==> src/verilog/compliance_pkg.sv <==
// Shared constants and types for the compliance bus subsystem
// The RAM size must stay a power of two, since decode uses base/mask pairs

`default_nettype none

package compliance_pkg;

  // Bus hosts, in decreasing priority
  typedef enum logic [0:0] {
    HostTestUtil = 1'b0,
    HostExt      = 1'b1
  } bus_host_e;

  typedef enum logic [0:0] {
    DevRam      = 1'b0,
    DevTestUtil = 1'b1
  } bus_device_e;

  localparam int NrHosts   = 2;
  localparam int NrDevices = 2;

  // 4 kB of RAM
  localparam int unsigned RamSizeWords = 1024;

  // Address map
  localparam logic [31:0] RamBase      = 32'h0000_0000;
  localparam logic [31:0] RamMask      = ~32'(RamSizeWords * 4 - 1);
  localparam logic [31:0] TestUtilBase = 32'h0002_0000;
  localparam logic [31:0] TestUtilMask = ~32'h0000_03FF;

  // Test utility register byte offsets
  typedef enum logic [7:0] {
    RegHalt     = 8'h00,
    RegSigBegin = 8'h04,
    RegSigEnd   = 8'h08
  } tu_reg_e;

  // Signature dumper FSM
  typedef enum logic [1:0] {
    DumpIdle = 2'd0,
    DumpReq  = 2'd1,
    DumpWait = 2'd2,
    DumpDone = 2'd3
  } dump_state_e;

endpackage

`default_nettype wire

==> src/verilog/bus_if.sv <==
// One req/gnt/rvalid link with a single outstanding request
// The host holds its request stable until gnt; rvalid follows the grant by one cycle

`timescale 1ns/1ps
`default_nettype none

interface bus_if;

  // Request side
  logic        req;
  logic        gnt;
  logic [31:0] addr;
  logic        we;
  logic [3:0]  be;
  logic [31:0] wdata;

  // Response side
  logic        rvalid;
  logic [31:0] rdata;
  logic        err;

  modport host (
    output req,
    output addr,
    output we,
    output be,
    output wdata,
    input  gnt,
    input  rvalid,
    input  rdata,
    input  err
  );

  modport device (
    input  req,
    input  addr,
    input  we,
    input  be,
    input  wdata,
    output gnt,
    output rvalid,
    output rdata,
    output err
  );

endinterface

`default_nettype wire

==> src/verilog/bus_xbar.sv <==
// Two-host, two-device crossbar with fixed priority and base/mask decode
// Devices must accept in the request cycle and answer exactly one cycle later

`timescale 1ns/1ps
`default_nettype none

module bus_xbar (
  input  logic  clk_i,
  input  logic  rst_n_i,
  bus_if.device ext_host,
  bus_if.device tu_host,
  bus_if.host   ram_dev,
  bus_if.host   tu_dev
);

  import compliance_pkg::*;

  logic        h_req    [NrHosts];
  logic [31:0] h_addr   [NrHosts];
  logic        h_we     [NrHosts];
  logic [3:0]  h_be     [NrHosts];
  logic [31:0] h_wdata  [NrHosts];

  logic        d_req    [NrDevices];
  logic        d_gnt    [NrDevices];
  logic        d_rvalid [NrDevices];
  logic [31:0] d_rdata  [NrDevices];
  logic        d_err    [NrDevices];

  logic        any_req;
  bus_host_e   win;
  logic [31:0] sel_addr;
  logic        hit_ram;
  logic        hit_tu;
  logic        miss;
  bus_device_e sel_dev;
  logic        granted;

  logic        rsp_pend_q;
  bus_host_e   rsp_host_q;
  bus_device_e rsp_dev_q;
  logic        rsp_miss_q;
  logic        rsp_valid;
  logic [31:0] rsp_rdata;
  logic        rsp_err;

  // Gather host requests
  assign h_req[HostTestUtil]   = tu_host.req;
  assign h_addr[HostTestUtil]  = tu_host.addr;
  assign h_we[HostTestUtil]    = tu_host.we;
  assign h_be[HostTestUtil]    = tu_host.be;
  assign h_wdata[HostTestUtil] = tu_host.wdata;
  assign h_req[HostExt]        = ext_host.req;
  assign h_addr[HostExt]       = ext_host.addr;
  assign h_we[HostExt]         = ext_host.we;
  assign h_be[HostExt]         = ext_host.be;
  assign h_wdata[HostExt]      = ext_host.wdata;

  // Test utility host always wins
  assign any_req  = h_req[HostTestUtil] | h_req[HostExt];
  assign win      = h_req[HostTestUtil] ? HostTestUtil : HostExt;
  assign sel_addr = h_addr[win];

  assign hit_ram = (sel_addr & RamMask) == RamBase;
  assign hit_tu  = (sel_addr & TestUtilMask) == TestUtilBase;
  assign miss    = ~hit_ram & ~hit_tu;
  assign sel_dev = hit_ram ? DevRam : DevTestUtil;

  assign d_req[DevRam]      = any_req & hit_ram;
  assign d_req[DevTestUtil] = any_req & hit_tu & ~hit_ram;

  // A miss is granted here; a hit takes the device's own gnt
  assign granted = any_req & (miss | d_gnt[sel_dev]);

  // Forward the winning request to both devices, only one sees req
  assign ram_dev.req   = d_req[DevRam];
  assign ram_dev.addr  = sel_addr;
  assign ram_dev.we    = h_we[win];
  assign ram_dev.be    = h_be[win];
  assign ram_dev.wdata = h_wdata[win];
  assign tu_dev.req    = d_req[DevTestUtil];
  assign tu_dev.addr   = sel_addr;
  assign tu_dev.we     = h_we[win];
  assign tu_dev.be     = h_be[win];
  assign tu_dev.wdata  = h_wdata[win];

  assign d_gnt[DevRam]         = ram_dev.gnt;
  assign d_rvalid[DevRam]      = ram_dev.rvalid;
  assign d_rdata[DevRam]       = ram_dev.rdata;
  assign d_err[DevRam]         = ram_dev.err;
  assign d_gnt[DevTestUtil]    = tu_dev.gnt;
  assign d_rvalid[DevTestUtil] = tu_dev.rvalid;
  assign d_rdata[DevTestUtil]  = tu_dev.rdata;
  assign d_err[DevTestUtil]    = tu_dev.err;

  // Remember who owns next cycle's response
  always_ff @(posedge clk_i or negedge rst_n_i) begin
    if (!rst_n_i) begin
      rsp_pend_q <= 1'b0;
      rsp_host_q <= HostTestUtil;
      rsp_dev_q  <= DevRam;
      rsp_miss_q <= 1'b0;
    end else begin
      rsp_pend_q <= granted;
      if (granted) begin
        rsp_host_q <= win;
        rsp_dev_q  <= sel_dev;
        rsp_miss_q <= miss;
      end
    end
  end

  assign rsp_valid = rsp_pend_q & (rsp_miss_q | d_rvalid[rsp_dev_q]);
  assign rsp_rdata = rsp_miss_q ? 32'h0 : d_rdata[rsp_dev_q];
  assign rsp_err   = rsp_miss_q | d_err[rsp_dev_q];

  assign tu_host.gnt     = granted & (win == HostTestUtil);
  assign tu_host.rvalid  = rsp_valid & (rsp_host_q == HostTestUtil);
  assign tu_host.rdata   = rsp_rdata;
  assign tu_host.err     = rsp_err;
  assign ext_host.gnt    = granted & (win == HostExt);
  assign ext_host.rvalid = rsp_valid & (rsp_host_q == HostExt);
  assign ext_host.rdata  = rsp_rdata;
  assign ext_host.err    = rsp_err;

endmodule

`default_nettype wire

==> src/flat_wrapper.sv <==
// flat-port wrapper written by rule: the top's interface ports become plain ports
module bus_xbar_flat import compliance_pkg::*;
  (clk_i, rst_n_i, ext_host_req, ext_host_addr, ext_host_we, ext_host_be, ext_host_wdata, ext_host_gnt, ext_host_rvalid, ext_host_rdata, ext_host_err, tu_host_req, tu_host_addr, tu_host_we, tu_host_be, tu_host_wdata, tu_host_gnt, tu_host_rvalid, tu_host_rdata, tu_host_err, ram_dev_req, ram_dev_addr, ram_dev_we, ram_dev_be, ram_dev_wdata, ram_dev_gnt, ram_dev_rvalid, ram_dev_rdata, ram_dev_err, tu_dev_req, tu_dev_addr, tu_dev_we, tu_dev_be, tu_dev_wdata, tu_dev_gnt, tu_dev_rvalid, tu_dev_rdata, tu_dev_err);
  bus_if ext_host_i ();
  bus_if tu_host_i ();
  bus_if ram_dev_i ();
  bus_if tu_dev_i ();
  input  logic clk_i;
  input  logic rst_n_i;
  input wire logic [$bits(ext_host_i.req)-1:0] ext_host_req;
  input wire logic [$bits(ext_host_i.addr)-1:0] ext_host_addr;
  input wire logic [$bits(ext_host_i.we)-1:0] ext_host_we;
  input wire logic [$bits(ext_host_i.be)-1:0] ext_host_be;
  input wire logic [$bits(ext_host_i.wdata)-1:0] ext_host_wdata;
  output wire logic [$bits(ext_host_i.gnt)-1:0] ext_host_gnt;
  output wire logic [$bits(ext_host_i.rvalid)-1:0] ext_host_rvalid;
  output wire logic [$bits(ext_host_i.rdata)-1:0] ext_host_rdata;
  output wire logic [$bits(ext_host_i.err)-1:0] ext_host_err;
  input wire logic [$bits(tu_host_i.req)-1:0] tu_host_req;
  input wire logic [$bits(tu_host_i.addr)-1:0] tu_host_addr;
  input wire logic [$bits(tu_host_i.we)-1:0] tu_host_we;
  input wire logic [$bits(tu_host_i.be)-1:0] tu_host_be;
  input wire logic [$bits(tu_host_i.wdata)-1:0] tu_host_wdata;
  output wire logic [$bits(tu_host_i.gnt)-1:0] tu_host_gnt;
  output wire logic [$bits(tu_host_i.rvalid)-1:0] tu_host_rvalid;
  output wire logic [$bits(tu_host_i.rdata)-1:0] tu_host_rdata;
  output wire logic [$bits(tu_host_i.err)-1:0] tu_host_err;
  output wire logic [$bits(ram_dev_i.req)-1:0] ram_dev_req;
  output wire logic [$bits(ram_dev_i.addr)-1:0] ram_dev_addr;
  output wire logic [$bits(ram_dev_i.we)-1:0] ram_dev_we;
  output wire logic [$bits(ram_dev_i.be)-1:0] ram_dev_be;
  output wire logic [$bits(ram_dev_i.wdata)-1:0] ram_dev_wdata;
  input wire logic [$bits(ram_dev_i.gnt)-1:0] ram_dev_gnt;
  input wire logic [$bits(ram_dev_i.rvalid)-1:0] ram_dev_rvalid;
  input wire logic [$bits(ram_dev_i.rdata)-1:0] ram_dev_rdata;
  input wire logic [$bits(ram_dev_i.err)-1:0] ram_dev_err;
  output wire logic [$bits(tu_dev_i.req)-1:0] tu_dev_req;
  output wire logic [$bits(tu_dev_i.addr)-1:0] tu_dev_addr;
  output wire logic [$bits(tu_dev_i.we)-1:0] tu_dev_we;
  output wire logic [$bits(tu_dev_i.be)-1:0] tu_dev_be;
  output wire logic [$bits(tu_dev_i.wdata)-1:0] tu_dev_wdata;
  input wire logic [$bits(tu_dev_i.gnt)-1:0] tu_dev_gnt;
  input wire logic [$bits(tu_dev_i.rvalid)-1:0] tu_dev_rvalid;
  input wire logic [$bits(tu_dev_i.rdata)-1:0] tu_dev_rdata;
  input wire logic [$bits(tu_dev_i.err)-1:0] tu_dev_err;
  assign ext_host_i.req = ext_host_req;
  assign ext_host_i.addr = ext_host_addr;
  assign ext_host_i.we = ext_host_we;
  assign ext_host_i.be = ext_host_be;
  assign ext_host_i.wdata = ext_host_wdata;
  assign ext_host_gnt = ext_host_i.gnt;
  assign ext_host_rvalid = ext_host_i.rvalid;
  assign ext_host_rdata = ext_host_i.rdata;
  assign ext_host_err = ext_host_i.err;
  assign tu_host_i.req = tu_host_req;
  assign tu_host_i.addr = tu_host_addr;
  assign tu_host_i.we = tu_host_we;
  assign tu_host_i.be = tu_host_be;
  assign tu_host_i.wdata = tu_host_wdata;
  assign tu_host_gnt = tu_host_i.gnt;
  assign tu_host_rvalid = tu_host_i.rvalid;
  assign tu_host_rdata = tu_host_i.rdata;
  assign tu_host_err = tu_host_i.err;
  assign ram_dev_req = ram_dev_i.req;
  assign ram_dev_addr = ram_dev_i.addr;
  assign ram_dev_we = ram_dev_i.we;
  assign ram_dev_be = ram_dev_i.be;
  assign ram_dev_wdata = ram_dev_i.wdata;
  assign ram_dev_i.gnt = ram_dev_gnt;
  assign ram_dev_i.rvalid = ram_dev_rvalid;
  assign ram_dev_i.rdata = ram_dev_rdata;
  assign ram_dev_i.err = ram_dev_err;
  assign tu_dev_req = tu_dev_i.req;
  assign tu_dev_addr = tu_dev_i.addr;
  assign tu_dev_we = tu_dev_i.we;
  assign tu_dev_be = tu_dev_i.be;
  assign tu_dev_wdata = tu_dev_i.wdata;
  assign tu_dev_i.gnt = tu_dev_gnt;
  assign tu_dev_i.rvalid = tu_dev_rvalid;
  assign tu_dev_i.rdata = tu_dev_rdata;
  assign tu_dev_i.err = tu_dev_err;
  bus_xbar u_core (.clk_i(clk_i), .rst_n_i(rst_n_i), .ext_host(ext_host_i), .tu_host(tu_host_i), .ram_dev(ram_dev_i), .tu_dev(tu_dev_i));
endmodule
==> config.mk <==
export PLATFORM = sky130hd
export DESIGN_NAME = bus_xbar_flat
export DESIGN_NICKNAME = d
export VERILOG_FILES = /design/src/verilog/compliance_pkg.sv /design/src/verilog/bus_if.sv /design/src/verilog/bus_xbar.sv /design/src/flat_wrapper.sv
export SDC_FILE = /design/constraint.sdc
export NUM_CORES = 1
export LEC_CHECK = 0
export ABC_AREA = 1
export BUFFER_PORTS_ARGS = -buffer_cell sky130_fd_sc_hd__clkbuf_2
export CAP_MARGIN = 10
export CORE_AREA = 2 2 164 166
export CTS_CLUSTER_SIZE = 24
export DETAILED_ROUTE_END_ITERATION = 8
export DIE_AREA = 0 0 166 168
export SKIP_CTS_REPAIR_TIMING = 1
export SLEW_MARGIN = 10
export SYNTH_ARGS = -nofsm -noshare
export SYNTH_HDL_FRONTEND = slang
export SYNTH_SLANG_ARGS = --single-unit
export TNS_END_PERCENT = 100
==> constraint.sdc <==
create_clock -name clk_i -period 2.36 [get_ports clk_i]
set_input_delay 0.354 -clock clk_i [delete_from_list [all_inputs] [get_ports clk_i]]
set_output_delay 0.354 -clock clk_i [all_outputs]
set_load 0.005 [all_outputs]
# ---- After elaboration in Yosys (flattened, before gate mapping)
# Index checks and enable logic that the tools add are counted.
dict set report classes {
  n_bitwise 20
  n_lt_le_gt_ge 3
  reduce_logical 1
  n_eq_ne 1
  muxes 27
}
# op n
set ops {}
lappend ops {{two-way mux 32 bit} 10}
lappend ops {{logical NOT 32 bit} 1}
lappend ops {{== test 22 x 8 -> 1 bit (second input constant)} 1}
lappend ops {{two-way mux 1 bit} 14}
lappend ops {{two-way mux 4 bit} 3}
lappend ops {{AND 1 bit} 10}
lappend ops {{>= comparator 2 bit (second input constant)} 3}
lappend ops {{inverter 1 -> 2 bit} 3}
lappend ops {{bitwise OR 1 bit} 4}
lappend ops {{inverter 1 bit} 3}
dict set report word_totals {
  elab_cells 56
  ff_bits 4
}

# ---- Logic depth before layout (Yosys ltp)
dict set report depth {
  ltp_word 14
  depth_mapped 15
}

# ---- Worst setup path after synthesis
# OpenSTA, ideal clock, no wires.
dict set report synth_timing {
  path_type {input to output}
  from {in tu_host_req}
  to {out tu_dev_addr[0]}
  stages 8
  t_arrival_ns 1.488
  setup_slack_ns 0.518
  required_time_ns 2.006
  path_buffers 5
  path_cell_list {buf_6 -> inv_6 -> buf_6 -> clkbuf_1 -> clkbuf_1 -> nand2_1 -> nand2_1 -> buf_4}
}
dict set report synth_between {
  elab_chain_cells 5
}
# item line
set synth_lines {}
lappend synth_lines {{start, declared} flat_wrapper.sv:19} ;# input wire logic [$bits(tu_host_i.req)-1:0] tu_host_req;
lappend synth_lines {{two-way mux 1 bit} bus_xbar.sv:61} ;# assign win = h_req[HostTestUtil] ? HostTestUtil : HostExt;
lappend synth_lines {{inverter 1 -> 2 bit (not written as such)} bus_xbar.sv:62} ;# assign sel_addr = h_addr[win];
lappend synth_lines {{two-way mux 32 bit (not written as such) (3 in series)} bus_xbar.sv:62}
lappend synth_lines {{end, declared} flat_wrapper.sv:38} ;# output wire logic [$bits(tu_dev_i.addr)-1:0] tu_dev_addr;
# No other way between the ends. The select of a mux whose other input is x is not followed.

# ---- Worst setup path in the final report
dict set report layout_timing {
  from {in tu_host_req}
  to {out ext_host_gnt}
}
dict set report layout_between {
  elab_chain_cells 14
}
# item line
set layout_lines {}
lappend layout_lines {{two-way mux 1 bit} bus_xbar.sv:61}
lappend layout_lines {{inverter 1 -> 2 bit (not written as such)} bus_xbar.sv:62}
lappend layout_lines {{two-way mux 32 bit (not written as such) (3 in series)} bus_xbar.sv:62}
lappend layout_lines {{logical NOT 32 bit} bus_xbar.sv:64} ;# assign hit_ram = (sel_addr & RamMask) == RamBase;
lappend layout_lines {{two-way mux 1 bit} bus_xbar.sv:67} ;# assign sel_dev = hit_ram ? DevRam : DevTestUtil;
lappend layout_lines {{inverter 1 -> 2 bit (not written as such)} bus_xbar.sv:73} ;# assign granted = any_req & (miss | d_gnt[sel_dev]);
lappend layout_lines {{two-way mux 1 bit (not written as such) (3 in series)} bus_xbar.sv:73}
lappend layout_lines {{bitwise OR 1 bit} bus_xbar.sv:73}
lappend layout_lines {{AND 1 bit} bus_xbar.sv:73}
lappend layout_lines {{AND 1 bit *} bus_xbar.sv:121} ;# assign ext_host.gnt = granted & (win == HostExt);
lappend layout_lines {{end, declared} flat_wrapper.sv:15} ;# output wire logic [$bits(ext_host_i.gnt)-1:0] ext_host_gnt;
# Every way passes the cells marked *; elsewhere a longest branch is shown, timed or not. The select of a mux whose other input is x is not followed.

==> flow_metrics.py <==
metrics = {
    "setup_path": {
        "end_kind": "output pin",
        "rr_endpoint": "u_core.rsp_dev_q$_DFFE_PN0P_",
        "crit_type": "in2out",
        "cp.required_ps": 2010,
        "crit_end": "ext_host_gnt",
        "path_max_fanout": 22,
        "arrival_ps": 1810,
        "rr_startpoint": "u_core.rsp_dev_q$_DFFE_PN0P_",
        "crit_path_start_kind": "input port",
        "r2r_cells": 2,
        "r2r_slack_ps": 1610,
        "cp-startpoint": "tu_host_req",
    },
    "placement": {
        "io_buffers": 421,
        "dpl.hpwl_mm": 14.3,
        "dp_cells": 1188,
        "gp_congestion": 0.793,
        "dpl_cell_area_um2": 4410,
        "place_ws_ps": 177,
    },
    "floorplanning": {
        "ioPinCount": 422,
        "die-area_um2": 27900,
        "die_w_um": 166,
        "rows": 60,
        "start_util_pct": 10.2,
        "die_y_um": 168,
        "core_area_um2": 26400,
    },
    "cts": {
        "clock_path_buffers": 2,
        "numCtsBuffers": 3,
        "root_buffer": "clkbuf_16",
        "cts_tree": "done",
        "cts_sinks": 4,
        "h-tree-depth": 1,
        "clkTransAtPathRegs_ps": 30,
        "insertion_delay_ps": 220,
    },
    "final_layout": {
        "seqCellArea_um2": 100,
        "most-common-layout-cells": "420 x clkbuf_2, 230 x nand2_1, 82 x nor2_1",
        "nets": 1065,
        "final_common_cell": "clkbuf_2",
        "fin_cells": 1192,
        "fin_area_um2": 4500,
        "multi_input_area_um2": 1540,
        "insertedDiodeCount": 0,
        "fin_util_pct": 17.1,
        "syn2layout_area_growth_pct": 68.2,
        "drive_above_1_share_pct": 53.6,
        "fillers": 3135,
    },
    "yosys": {
        "synth.largest_area_cell": "nand2_1",
        "synth_flop_cell": "dfrtp_1",
        "synth_top_area_share_pct": 32.3,
        "yosys-top-cells-area": "nand2_1 32%, buf_4 29%, nor2_1 12%",
        "synth_fp_nets": 754,
        "ys_warn_count": 0,
        "synth.distinct_cells": 23,
        "synth-edff-count": 0,
        "synth_cells": 542,
        "ys_async_sr_fraction_pct": 100,
        "synth-seq-cells": 4,
        "netlist_area_um2": 2680,
        "ys_seq_area_share_pct": 3.74,
        "syn_avg_cell_area_um2": 4.94,
    },
    "pwr": {
        "p_leak_uw": 0.00304,
        "vdd_drop_max_uv": 334,
        "powerDensity_nw_per_um2": 253,
    },
    "worst_hold_path": {
        "whs_path_depth": 3,
        "hp-class": "in2reg",
    },
    "sta": {
        "fin_crit_ps": 2160,
        "max_freq_mhz": 462,
        "tns_ps": 0,
        "finalSetupViolCount": 0,
        "rsz0062_at_grt": "false",
        "final-hold-violation-count": 0,
        "finalCritPeriodShare_pct": 91.6,
        "tightest_slew_ps": 492,
        "finalWorstSetupSlack_ps": 198,
        "drv_slew": 0,
        "skew_ps": 0,
        "slew_headroom_pct": 67.2,
    },
    "route": {
        "drtIter0Drc": 175,
        "drc_errors": 0,
        "antenna_left": 0,
        "drt-total-wl_mm": 15.6,
        "firstDrtPassIters": 5,
        "via_count": 4210,
        "vias_per_cell": 3.53,
        "wl_per_cell_um": 13.1,
    },
    "grt": {
        "grt_pass1_vias": 3795,
        "antenna_found_initial": 1,
        "grt_pass1_wl_mm": 22.0,
        "grt_overflow": 0,
        "grt.total_usage_pct": 10.1,
        "grt_max_degree": 49,
    },
    "status": {
        "status": "complete, no violations",
    },
    "job": {
        "cap_violations": 0,
    },
}
[power by group]
part / total, uW / internal, uW / switching, uW
logic: 800 / 373 / 426
registers: 77.6 / 73.0 / 4.53
clock network: 262 / 216 / 46.1
total: 1140 / 663 / 477
[Yosys cell counts, types with 3 or more instances]
library cell and n:
inv_1 34, nand3_1 6, nand2_1 230, nand2_2 9
dfrtp_1 4, buf_4 103, clkbuf_1 16, buf_1 3
buf_6 3, o21ai_0 36, nor2_1 82
[worst min-delay path by stage]
stage	from	to	slack, ps
global placement	rst_n_i	u_core.rsp_host_q$_DFFE_PN0P_	160
finish	ext_host_req	u_core.rsp_host_q$_DFFE_PN0P_	420
detailed placement	rst_n_i	u_core.rsp_host_q$_DFFE_PN0P_	170
CTS	rst_n_i	u_core.rsp_host_q$_DFFE_PN0P_	-60
floorplan	rst_n_i	u_core.rsp_dev_q$_DFFE_PN0P_	60
global route	ext_host_req	u_core.rsp_host_q$_DFFE_PN0P_	450
[cell type report]
class	count	area share, %
repair buffers	434	49.3
flip-flops and latches	4	2.22
multi-input cells	374	34.1
inverters	36	3.17
clock buffers	3	1.67
well taps	341	9.48
[state kept, by name, indices dropped and copies added (netlist names)]
name	cells
u_core.rsp_pend_q	1
u_core.rsp_host_q	1
u_core.rsp_miss_q	1
u_core.rsp_dev_q	1
[stage by stage]
stage,power (uW),hold WS [ps]
detailed placement,886,166
CTS,1160,-63.2
finish,1140,421
global route,1240,446
global placement,885,164
floorplan,541,58.4
[worst max-delay path, stage by stage]
cell	delay [ps]
buf_2	170
buf_12	170
nand2_1	60
nand2_1	80
nand2_1	110
nor2_1	120
nand2_1	60
nor2_1	140
nand3_1	110
nand3_2	130
nand3_2	100
inv_1	80
clkbuf_2	100
[metal layers]
metal / track usage, % / up-vias / wire length (um)
met3: 2.00 / 12 / 1270
met4: 1.51 / 2 / 227
li1: - / 2136 / -
met1: 11.7 / 1796 / 6200
met2: 19.4 / 264 / 7860
met5: 0 / - / 18
[kinds of logic (layout without fill, tap and decap cells)]
logic type	after synthesis	in the layout	share of synthesized area, %
and+or+nand+nor	336	336	49.9
buffers and inverters	164	473	39.0
AOI/OAI and AO/OA	37	37	6.92
DFF	4	4	3.74
muxes	1	1	0.421
Note: power is estimated with default switching activity, not from simulation.
