==> src/verilog/compliance_pkg.sv <==
// Shared constants and types for the compliance bus subsystem
// The RAM size must stay a power of two, since decode uses base/mask pairs

`default_nettype none

package compliance_pkg;

  // Bus hosts, in decreasing priority
  typedef enum logic [0:0] {
    HostTestUtil = 1'b0,
    HostExt      = 1'b1
  } bus_host_e;

  typedef enum logic [0:0] {
    DevRam      = 1'b0,
    DevTestUtil = 1'b1
  } bus_device_e;

  localparam int NrHosts   = 2;
  localparam int NrDevices = 2;

  // 4 kB of RAM
  localparam int unsigned RamSizeWords = 1024;

  // Address map
  localparam logic [31:0] RamBase      = 32'h0000_0000;
  localparam logic [31:0] RamMask      = ~32'(RamSizeWords * 4 - 1);
  localparam logic [31:0] TestUtilBase = 32'h0002_0000;
  localparam logic [31:0] TestUtilMask = ~32'h0000_03FF;

  // Test utility register byte offsets
  typedef enum logic [7:0] {
    RegHalt     = 8'h00,
    RegSigBegin = 8'h04,
    RegSigEnd   = 8'h08
  } tu_reg_e;

  // Signature dumper FSM
  typedef enum logic [1:0] {
    DumpIdle = 2'd0,
    DumpReq  = 2'd1,
    DumpWait = 2'd2,
    DumpDone = 2'd3
  } dump_state_e;

endpackage

`default_nettype wire

==> src/verilog/bus_if.sv <==
// One req/gnt/rvalid link with a single outstanding request
// The host holds its request stable until gnt; rvalid follows the grant by one cycle

`timescale 1ns/1ps
`default_nettype none

interface bus_if;

  // Request side
  logic        req;
  logic        gnt;
  logic [31:0] addr;
  logic        we;
  logic [3:0]  be;
  logic [31:0] wdata;

  // Response side
  logic        rvalid;
  logic [31:0] rdata;
  logic        err;

  modport host (
    output req,
    output addr,
    output we,
    output be,
    output wdata,
    input  gnt,
    input  rvalid,
    input  rdata,
    input  err
  );

  modport device (
    input  req,
    input  addr,
    input  we,
    input  be,
    input  wdata,
    output gnt,
    output rvalid,
    output rdata,
    output err
  );

endinterface

`default_nettype wire

==> src/verilog/testutil_regs.sv <==
// Test utility registers: signature bounds and halt trigger
// Offsets outside the register set answer with err; halt writes while busy are dropped

`timescale 1ns/1ps
`default_nettype none

module testutil_regs (
  input  logic        clk_i,
  input  logic        rst_n_i,
  bus_if.device       bus,
  input  logic        busy_i,
  output logic        start_o,
  output logic [31:0] sig_begin_o,
  output logic [31:0] sig_end_o
);

  import compliance_pkg::*;

  tu_reg_e     reg_off;
  logic        reg_valid;
  logic        wr;
  logic [31:0] rd_word;
  logic [31:0] sig_begin_q;
  logic [31:0] sig_end_q;
  logic        start_q;
  logic        rvalid_q;
  logic        err_q;
  logic [31:0] rdata_q;

  function automatic logic [31:0] merge_be(logic [31:0] old_w, logic [31:0] new_w,
                                           logic [3:0] be);
    logic [31:0] res;
    res = old_w;
    for (int lane = 0; lane < 4; lane++) begin
      if (be[lane]) res[lane*8 +: 8] = new_w[lane*8 +: 8];
    end
    return res;
  endfunction

  assign reg_off = tu_reg_e'(bus.addr[7:0]);

  // Only the low 256 bytes of the window hold registers
  always_comb begin
    reg_valid = (bus.addr[9:8] == 2'b00);
    rd_word   = 32'h0;
    case (reg_off)
      RegHalt:     rd_word = {31'h0, busy_i};
      RegSigBegin: rd_word = sig_begin_q;
      RegSigEnd:   rd_word = sig_end_q;
      default:     reg_valid = 1'b0;
    endcase
  end

  assign wr = bus.req & bus.we & reg_valid;

  always_ff @(posedge clk_i or negedge rst_n_i) begin
    if (!rst_n_i) begin
      sig_begin_q <= 32'h0;
      sig_end_q   <= 32'h0;
      start_q     <= 1'b0;
      rvalid_q    <= 1'b0;
      err_q       <= 1'b0;
    end else begin
      if (wr && reg_off == RegSigBegin) sig_begin_q <= merge_be(sig_begin_q, bus.wdata, bus.be);
      if (wr && reg_off == RegSigEnd) sig_end_q <= merge_be(sig_end_q, bus.wdata, bus.be);
      // Start is also blocked in the cycle before busy rises
      start_q  <= wr & (reg_off == RegHalt) & ~busy_i & ~start_q;
      rvalid_q <= bus.req;
      err_q    <= bus.req & ~reg_valid;
    end
  end

  always_ff @(posedge clk_i) begin
    if (bus.req) rdata_q <= reg_valid ? rd_word : 32'h0;
  end

  assign bus.gnt     = bus.req;
  assign bus.rvalid  = rvalid_q;
  assign bus.rdata   = rdata_q;
  assign bus.err     = err_q;
  assign start_o     = start_q;
  assign sig_begin_o = sig_begin_q;
  assign sig_end_o   = sig_end_q;

endmodule

`default_nettype wire
==> src/flat_wrapper.sv <==
// flat-port wrapper written by rule: the top's interface ports become plain ports
module testutil_regs_flat import compliance_pkg::*;
  (clk_i, rst_n_i, busy_i, start_o, sig_begin_o, sig_end_o, bus_req, bus_addr, bus_we, bus_be, bus_wdata, bus_gnt, bus_rvalid, bus_rdata, bus_err);
  bus_if bus_i ();
  input  logic clk_i;
  input  logic rst_n_i;
  input  logic busy_i;
  output logic start_o;
  output logic [31:0] sig_begin_o;
  output logic [31:0] sig_end_o;
  input wire logic [$bits(bus_i.req)-1:0] bus_req;
  input wire logic [$bits(bus_i.addr)-1:0] bus_addr;
  input wire logic [$bits(bus_i.we)-1:0] bus_we;
  input wire logic [$bits(bus_i.be)-1:0] bus_be;
  input wire logic [$bits(bus_i.wdata)-1:0] bus_wdata;
  output wire logic [$bits(bus_i.gnt)-1:0] bus_gnt;
  output wire logic [$bits(bus_i.rvalid)-1:0] bus_rvalid;
  output wire logic [$bits(bus_i.rdata)-1:0] bus_rdata;
  output wire logic [$bits(bus_i.err)-1:0] bus_err;
  assign bus_i.req = bus_req;
  assign bus_i.addr = bus_addr;
  assign bus_i.we = bus_we;
  assign bus_i.be = bus_be;
  assign bus_i.wdata = bus_wdata;
  assign bus_gnt = bus_i.gnt;
  assign bus_rvalid = bus_i.rvalid;
  assign bus_rdata = bus_i.rdata;
  assign bus_err = bus_i.err;
  testutil_regs u_core (.clk_i(clk_i), .rst_n_i(rst_n_i), .bus(bus_i), .busy_i(busy_i), .start_o(start_o), .sig_begin_o(sig_begin_o), .sig_end_o(sig_end_o));
endmodule
==> config.mk <==
export PLATFORM = sky130hd
export DESIGN_NAME = testutil_regs_flat
export DESIGN_NICKNAME = d
export VERILOG_FILES = /design/src/verilog/compliance_pkg.sv /design/src/verilog/bus_if.sv /design/src/verilog/testutil_regs.sv /design/src/flat_wrapper.sv
export SDC_FILE = /design/constraint.sdc
export NUM_CORES = 1
export LEC_CHECK = 0
export BUFFER_PORTS_ARGS = -buffer_cell sky130_fd_sc_hd__buf_2
export CORE_AREA = 8 8 192 103
export CTS_CLUSTER_DIAMETER = 80
export CTS_CLUSTER_SIZE = 25
export DETAILED_ROUTE_END_ITERATION = 16
export DIE_AREA = 0 0 200 111
export RECOVER_POWER = 100
export SKIP_LAST_GASP = 1
export SLEW_MARGIN = 10
export SYNTH_ARGS = -nofsm -noshare
export SYNTH_HDL_FRONTEND = slang
export SYNTH_SLANG_ARGS = --single-unit
==> constraint.sdc <==
create_clock -name clk_i -period 1 [get_ports clk_i]
set_input_delay 0.15 -clock clk_i [delete_from_list [all_inputs] [get_ports clk_i]]
set_output_delay 0.15 -clock clk_i [all_outputs]
set_load 0.03 [all_outputs]
# After elaboration in Yosys (flattened, before gate mapping)
# Index checks and enable logic that the tools add are counted.
# totals
mem_bits_rw,0
elab_cells,38
mem_bits_ro,0
reg_bits,99
output_inout_bits,100
input_bits,73
latch_bits,0
mem_count,0
# classes
multipliers,0
shift,0
muxes,2
addsub,0
n_lt_le_gt_ge,0
bitwise,9
eq_ne,2
n_reduce_logical,13
n_div,0
# ops
operator,count
32-bit case mux with 3 select lines,1
2-bit AND reduction,8
"8-bit by 3-bit == test with 1-bit output, second input constant",1
"8-bit by 4-bit == test with 1-bit output, second input constant",1
8-bit logical NOT,1
1-bit AND,6
1-bit inverter,3
3-bit OR reduction,1
1-bit logical AND,2
2-bit logical NOT,1
1-bit 2-to-1 mux,1

# Depth between registers and ports, before layout
# Gate-level depths: netlist of the first run.
# logic_depth
word_depth,7
depth_mapped,5

# Worst setup path after synthesis of the first run
# No wires, ideal clock.
# synth_timing
kind,input port to flip-flop
start,input bus_addr[7]
end,"register u_core.sig_end_q[0], in the netlist u_core.sig_end_o[0]"
path_stages,4
setup_ps,125
arrival_ps,1179
path_slack_ps,-304
cell_sequence,nor4_4 > buf_12 > nand4_4 > mux2_4
# synth_between
elab_chain_cells,6
# synth_lines
item,line,text
"start, declared",flat_wrapper.sv:12,input wire logic [$bits(bus_i.addr)-1:0] bus_addr;
"8-bit by 4-bit == test with 1-bit output, or another cell as far along","testutil_regs.sv:46, testutil_regs.sv:65",
3-bit OR reduction (no line),-,
1-bit 2-to-1 mux,testutil_regs.sv:46,case (reg_off)
1-bit AND,testutil_regs.sv:54,assign wr = bus.req & bus.we & reg_valid;
1-bit logical AND (*),testutil_regs.sv:65,"if (wr && reg_off == RegSigEnd) sig_end_q <= merge_be(sig_end_q, bus.wdata, bus.be);"
2-bit AND reduction (no line) (*),-,
"end signal, assigned",testutil_regs.sv:65,
"end, declared",testutil_regs.sv:24,logic [31:0] sig_end_q;
# Mark *: on every way between the ends. The rest lies on a longest branch, timed or not.
# A chain may end at the register's enable or synchronous reset.

# Final worst setup path of the first run
# layout_timing
start,"register u_core.sig_begin_q[0], in the netlist u_core.sig_begin_o[0]"
end,output sig_begin_o[0]
# layout_rtl
item,line,text
"start, declared",testutil_regs.sv:23,logic [31:0] sig_begin_q;
"start signal, assigned",testutil_regs.sv:64,"if (wr && reg_off == RegSigBegin) sig_begin_q <= merge_be(sig_begin_q, bus.wdata, bus.be);"
"end, declared",flat_wrapper.sv:9,output logic [31:0] sig_begin_o;
# No word-level cell between the ends.

==> summary.md, run 1 <==
| Metric | Value |
|---|---|
| Status | `finished, violations left` |
| Failing checks | `setup timing` |
| Crit path buffers/inverters | `2` |
| Clock insertion delay at the later pin of the skew report | `between 300 and 400 ps` |
| CORE AREA | `0.0170 mm²` |
| PnR worst setup slack | `-159 ps` |
| Port Buffers | `150` |
| Layout cell share with drive strength beyond 1 | `0.729` |
| Worst R2R End | `u_core.bus.rdata[2]` |
| GR peak layer | `met2` |
| Placed Cells | `661` |
| Largest net degree at the start of global routing | `30` |
| Vias/cell | `4.49` |
| Fin crit period | `1160 ps` |
| DR pass1 iterations | `4` |
| Cell depth of the worst setup path | `2` |
| Fin. Hold Viols | `0` |
| Die area | `~0.022 mm²` |
| Crit path to | `sig_begin_o[0]` |
| Final net count | `~570` |
| I/O pins | `173` |
| CTS tree | `built` |
| Clk_skew | `5.38 ps` |
| CTS Buffer Depth | `2` |
| Post-synth cell types | `26` |
| Antenna fix cells | `0` |
| CP Class | `reg -> out` |
| RR Startpoint | `u_core.sig_begin_o[2]` |
| TritonCTS buffer count | `9` |
| R2r setup slk | `-90 ps` |
| Gr ovfl total | `0` |
| R2r worst-path depth | `3` |
| Final setup violation count | `a little under 200` |
| Placement Setup Slack | `-600 ps` |
| CP top delay family | `flip-flops` |
| Net Count, Synth | `341` |
| Data required, critical path | `850 ps` |
| DR vias | `3325` |
| Met2 GRT Util | `0.207` |
| Clock Root Buffer | `clkbuf_16` |
| Leak Pwr | `about 3.4 nW` |
| Synth warnings | `0` |
| Initial core utilization | `0.246` |
| Leading cell type in the layout, fill and taps excluded | `buf_6` |
| Overall die width | `200 µm` |
| Global-route wire length before repair | `22300 µm` |
| Commonest cells after routing, fill and taps aside | `buf_6 (104), dfrtp_1 (66), buf_4 (65)` |
| FMAX | `approximately 860 MHz` |
| Post-route cell area | `just over 0.007 mm²` |
| Cells after Synth | `268` |
| Initial antenna violation count | `2` |
| Cell Pwr Density | `1160 mW/mm²` |
| Met1 global-route usage | `0.172` |
| Non-filler cells, final | `740` |
| Slew @ Worst Pin | `681 ps` |
| Drc violations | `0` |
| Core Util, Final | `0.425` |
| Worst setup EP type | `output port` |
| 1st-iter DRT viols | `94` |
| Worst setup path start | `u_core.sig_begin_o[0]` |
| Gp weighted congestion | `0.809` |
| Crit-path cells | `buf_6 -> buf_6` |
| Die Y | `111 µm` |
| Setup TNS | `-16100 ps` |
| Seq/Total Area, Yosys | `0.631` |
| Flip-flop and latch count after synthesis | `99` |
| Crit path DAT | `between 1000 and 1500 ps` |
| Rows | `34` |
| Syn_area_per_cell | `15.6 µm²` |
| Largest fanout on the critical path | `2` |
| Post-Synthesis Cell Area | `0.00418 mm²` |
| Total global-route track usage | `0.136` |
| Cell mode on critical path | `buf_6` |
| Area grow syn2layout | `72.3%` |
| Max cap viols | `0` |
| GR Layer Usage met3 | `0.0679` |
| RSZ-0062 raised after global routing | `true` |
| Slew Limit Headroom | `0.545` |
| Vias in the first global route | `3631` |
| Final max-slew violation count | `0` |
| Routed Antenna Nets | `0` |
| Worst Hold Class | `in -> reg` |
| H-tree depth | `3` |
| Worst path max stage delay | `410 ps` |
| Clock sink total | `99` |
| Maximum VDD drop | `0.738 mV` |
| Placed Area | `0.00547 mm²` |
| Period utilization | `1.16` |
| WL final | `~15000 µm` |
| Wire length per cell | `slightly above 20 µm` |
| CTS clk-pin slew, worst paths | `70 ps` |
| Final HPWL DP | `roughly 9900 µm` |
| Startpoint types | `flip-flop` |
| Critical-path cell with the highest stage delay | `dfrtp_2` |
## worst min-delay path by stage
| stage | startpoint | end | slack, ps | cells past startpoint |
|---|---|---|---|---|
| final | bus_wdata[13] | u_core.sig_begin_o[13] | 40 | 2 |
| after floorplan | rst_n_i | u_core.bus.err | -150 | 0 |
| after global placement | rst_n_i | u_core.sig_begin_o[11] | 50 | 1 |
| after global routing | bus_wdata[30] | u_core.sig_begin_o[30] | 20 | 2 |
| after detailed placement | rst_n_i | u_core.sig_end_o[15] | 50 | 1 |
| after CTS | bus_wdata[12] | u_core.sig_end_o[12] | 20 | 2 |
## state kept, by name, summed over array words and instances, names as in the netlist
register and cells:
u_core.bus.rdata 32, u_core.sig_begin_o 32, u_core.sig_end_o 32, u_core.bus.err 1, u_core.bus.rvalid 1, u_core.start_o 1
## cell type report
| type | instances | area [µm²] |
|---|---|---|
| Fill cell | 1494 | 9770 |
| Sequential cell | 99 | 2640 |
| Timing Repair Buffer | 235 | 2250 |
| Multi-Input combinational cell | 156 | 1750 |
| Tap cell | 234 | 293 |
| Clock buffer | 10 | 229 |
| Clock inverter | 6 | 41.3 |
## layer usage
layer	part of all wire	wire length, µm
met5	0.0013	20
met4	0.010	157
met3	0.11	1630
met2	0.44	6760
met1	0.44	6760
## per-stage QoR
stage | hold slack (ps) | total power [mW]
after floorplan | -146 | 4.60
after CTS | 19.5 | 8.46
after global placement | 47.9 | 5.02
final | 41.5 | 8.36
after detailed placement | 54.0 | 5.04
after global routing | 23.0 | 8.69
## cell families after synthesis
| group | Yosys count | share of synthesized area |
|---|---|---|
| flops | 99 | 0.631 |
| buf+inv | 14 | 0.0200 |
| simple gates | 57 | 0.109 |
| compound gates | 33 | 0.0586 |
| mux | 65 | 0.182 |
## cells in the mapped netlist
library cell / instances / area share
nand4_4: 8 / 0.041
mux2i_1: 1 / 0.0024
buf_2: 3 / 0.0036
mux2_2: 52 / 0.14
dfrtp_1: 67 / 0.40
nor2b_1: 2 / 0.0030
nor4_1: 1 / 0.0015
nand3_1: 1 / 0.0012
nor3b_2: 4 / 0.012
a21oi_1: 1 / 0.0012
nor4_4: 1 / 0.0051
nand3_2: 1 / 0.0024
nand2_1: 1 / 0.00090
and4b_1: 2 / 0.0048
edfxtp_1: 32 / 0.23
nor2_1: 33 / 0.030
or2_2: 1 / 0.0015
a22oi_1: 31 / 0.056
nor2_8: 1 / 0.0048
mux2_1: 4 / 0.011
and2_1: 1 / 0.0015
o21a_1: 1 / 0.0018
buf_4: 3 / 0.0054
clkbuf_1: 7 / 0.0063
mux2_4: 8 / 0.029
buf_12: 1 / 0.0048
## what timing repair did
action                                  4_1_cts  5_1_grt
hold buffers                                  1        0
endpoints found under the setup margin      197      197
pin swaps                                    12       16
gates cloned                                  6        0
setup buffers                                49       10
resized for setup                           232       40
endpoints found under the hold margin        67        0
## power by group
| group | switching (mW) | internal, mW |
|---|---|---|
| registers | 0.0368 | 4.24 |
| clock network | 1.57 | 1.69 |
| logic | 0.482 | 0.344 |
## worst register-to-register path: cells and delay by family, from the launching register on
family          cells  cell delay, ps
buf+inv             1             160
flops               1             420
compound gates      1             210
simple gates        1              60
No activity file was read; power rests on OpenSTA's default activity.
==> run 2, diff against run 1 <==
--- a/config.mk
+++ b/config.mk
@@ -13,7 +13,6 @@
 export DIE_AREA = 0 0 200 111
 export RECOVER_POWER = 100
 export SKIP_LAST_GASP = 1
-export SLEW_MARGIN = 10
 export SYNTH_ARGS = -nofsm -noshare
 export SYNTH_HDL_FRONTEND = slang
 export SYNTH_SLANG_ARGS = --single-unit
==> constraint.sdc (replaced) <==
create_clock -name clk_i -period 1 [get_ports clk_i]
set_input_delay 0.15 -clock clk_i [delete_from_list [all_inputs] [get_ports clk_i]]
set_output_delay 0.15 -clock clk_i [all_outputs]
set_load 0.005 [all_outputs]
==> run 2 against run 1 <==
Against the previous run: the run still ends with setup timing left; final area fell by 8.4%; non-clock buffer count rose by 3; clock power rose by 6.4%; maximum frequency fell by 1.1%; wire length is 7.7% lower; critical path depth grew 4; critical endpoint is now u_core.sig_begin_o[21]; largest cell class unchanged.
==> summary.md, run 2 (synthesis results as in run 1) <==
| Metric | Value |
|---|---|
| Largest fanout on the critical path | `8 (+6)` |
| CP Class | `in -> reg` |
| Vias/cell | `4.34 (-3.3%)` |
| Crit path DAT | `1400 ps (+390 ps)` |
| Commonest cells after routing, fill and taps aside | `buf_2 (140), buf_4 (71), dfrtp_1 (67)` |
| TritonCTS buffer count | `9 (unchanged)` |
| Area grow syn2layout | `57.8%` |
| DR vias | `3227 (-2.9%)` |
| Slew @ Worst Pin | `681 ps (-0.169 ps)` |
| Drc violations | `0 (unchanged)` |
| Final setup violation count | `184 (-6.6%)` |
| Area occupied by registers | `0.00264 mm² (about the same)` |
| RSZ-0062 raised after global routing | `true` |
| CTS tree | `built` |
| Initial core utilization | `0.246 (unchanged)` |
| Clock Root Buffer | `clkbuf_16` |
| Fin crit period | `1170 ps (+13.3 ps)` |
| DR pass1 iterations | `4 (unchanged)` |
| WL final | `14100 µm (-7.7%)` |
| Antenna fix cells | `0 (unchanged)` |
| Die Y | `111 µm (unchanged)` |
| Wire length per cell | `19.0 µm (-8.1%)` |
| Worst setup EP type | `flip-flop` |
| Startpoint types | `input port` |
| Non-filler cells, final | `743 (+0.41%)` |
| Hold WS | `36.2 ps (-5.34 ps)` |
| Global-route wire length before repair | `20800 µm (-6.7%)` |
| Status | `finished, violations left` |
| CTS Buffer Depth | `2 (unchanged)` |
| Layout filler cell count | `1627 (+8.9%)` |
| Footprint of the multi-input gates | `0.00173 mm² (-1.4%)` |
| PnR worst setup slack | `-173 ps (-13.3 ps)` |
| Initial antenna violation count | `0 (-2)` |
| Final HPWL DP | `9450 µm (-4.2%)` |
| Leak Pwr | `3.28 nW (-2.2%)` |
| H-tree depth | `3 (unchanged)` |
| Total power | `8.34 mW (-0.28%)` |
| Final max-slew violation count | `0 (unchanged)` |
| Period utilization | `1.17 (+0.0133)` |
| Rows | `34 (unchanged)` |
| Met2 WL post-DR | `6390 µm (-5.5%)` |
| Failing checks | `setup timing` |
| Met3 wire len | `1380 µm (-15%)` |
| Max cap viols | `0 (unchanged)` |
| CORE AREA | `0.0170 mm² (unchanged)` |
| Leading cell type in the layout, fill and taps excluded | `buf_2` |
| Port Buffers | `150 (unchanged)` |
| CTS clk-pin slew, worst paths | `80 ps (about the same)` |
| Largest net degree at the start of global routing | `36 (+20%)` |
| R2r worst-path depth | `4 (+1)` |
| Placement Setup Slack | `-579 ps (+21.4 ps)` |
| Clk_skew | `14.4 ps (+9.04 ps)` |
| Top layer in use | `met4` |
| Vias in the first global route | `3634 (+0.083%)` |
| Overall die width | `200 µm (unchanged)` |
| Layout cell share with drive strength beyond 1 | `0.727 (-0.00233)` |
| 1st-iter DRT viols | `87 (-7.4%)` |
| Placed Cells | `661 (unchanged)` |
| Routed Antenna Nets | `0 (unchanged)` |
| Die area | `0.0222 mm² (unchanged)` |
| Clock insertion delay at the later pin of the skew report | `350 ps (about the same)` |
| Total global-route track usage | `0.123 (-0.0130)` |
| I/O pins | `173 (unchanged)` |
| Hold Crit Depth | `2 (unchanged)` |
| FMAX | `853 MHz (-1.1%)` |
| Data required, critical path | `1230 ps (+380 ps)` |
| Cell Pwr Density | `1260 mW/mm² (+8.9%)` |
| Worst Hold Class | `in -> reg` |
| Maximum VDD drop | `1.01 mV (+37%)` |
| Slew Limit Headroom | `0.545 (about the same)` |
| Final net count | `577 (+0.52%)` |
| Clock sink total | `99 (unchanged)` |
| Gr ovfl total | `0 (unchanged)` |
| Fin. Hold Viols | `0 (unchanged)` |
| Wl on met1 | `6270 µm (-7.2%)` |
| Gp weighted congestion | `0.753 (-6.9%)` |
==> run 2: metal layers <==
metal,vias to the layer above,global-route usage
met5,-,0
met4,0,0.0254
met3,11,0.0530
met2,126,0.190
met1,1606,0.157
li1,1484,-
==> run 2: power breakdown <==
part,total [mW],internal [mW],switching [mW]
registers,4.26,4.24,0.0240
clock network,3.47,1.95,1.52
logic,0.611,0.261,0.350
==> run 2: metrics by stage <==
step / util / setup TNS [ps] / cell area, µm²
2_1_floorplan: - / -21310 / 4210
3_3_place_gp: 0.321 / -54390 / 5450
3_5_place_dp: 0.321 / -57050 / 5450
4_1_cts: 0.365 / -11370 / 6200
5_1_grt: 0.389 / -23920 / 6600
6_report: 0.389 / -13110 / 6600
==> run 2: repair_timing <==
action / in CTS / in global routing
setup buffers: 56 / 4
endpoints found under the hold margin: 26 / 0
gates cloned: 1 / 4
pin swaps: 5 / 26
gates resized for setup: 7 / 67
hold buffers: 1 / 0
endpoints found under the setup margin: 195 / 197
==> run 2: worst max-delay path, cell delays in order <==
cell and delay (ps):
buf_6 100, nor4_4 250, buf_4 180, buf_12 130, nand4_4 210, mux2_4 370
==> run 2: worst paths after layout <==
| check | startpoint | end | slack [ps] |
|---|---|---|---|
| worst max-delay path | bus_addr[0] | u_core.sig_begin_o[21] | -170 |
| max in group asynchronous | rst_n_i | u_core.sig_end_o[8] | -10 |
| min in group asynchronous | rst_n_i | u_core.sig_begin_o[31] | 380 |
| worst min-delay path | bus_wdata[19] | u_core.sig_begin_o[19] | 40 |
| worst max register to register | u_core.sig_begin_o[0] | u_core.bus.rdata[0] | -60 |
| worst min register to register | u_core.sig_end_o[15] | u_core.sig_end_o[15] | 540 |
==> run 2: area by class of cell <==
type / instances / share of cell area
flip-flops and latches: 99 / 0.400
clock buffers: 12 / 0.0358
well taps: 234 / 0.0444
multi-input cells: 156 / 0.262
clock inverters: 4 / 0.00815
repair buffers: 238 / 0.250
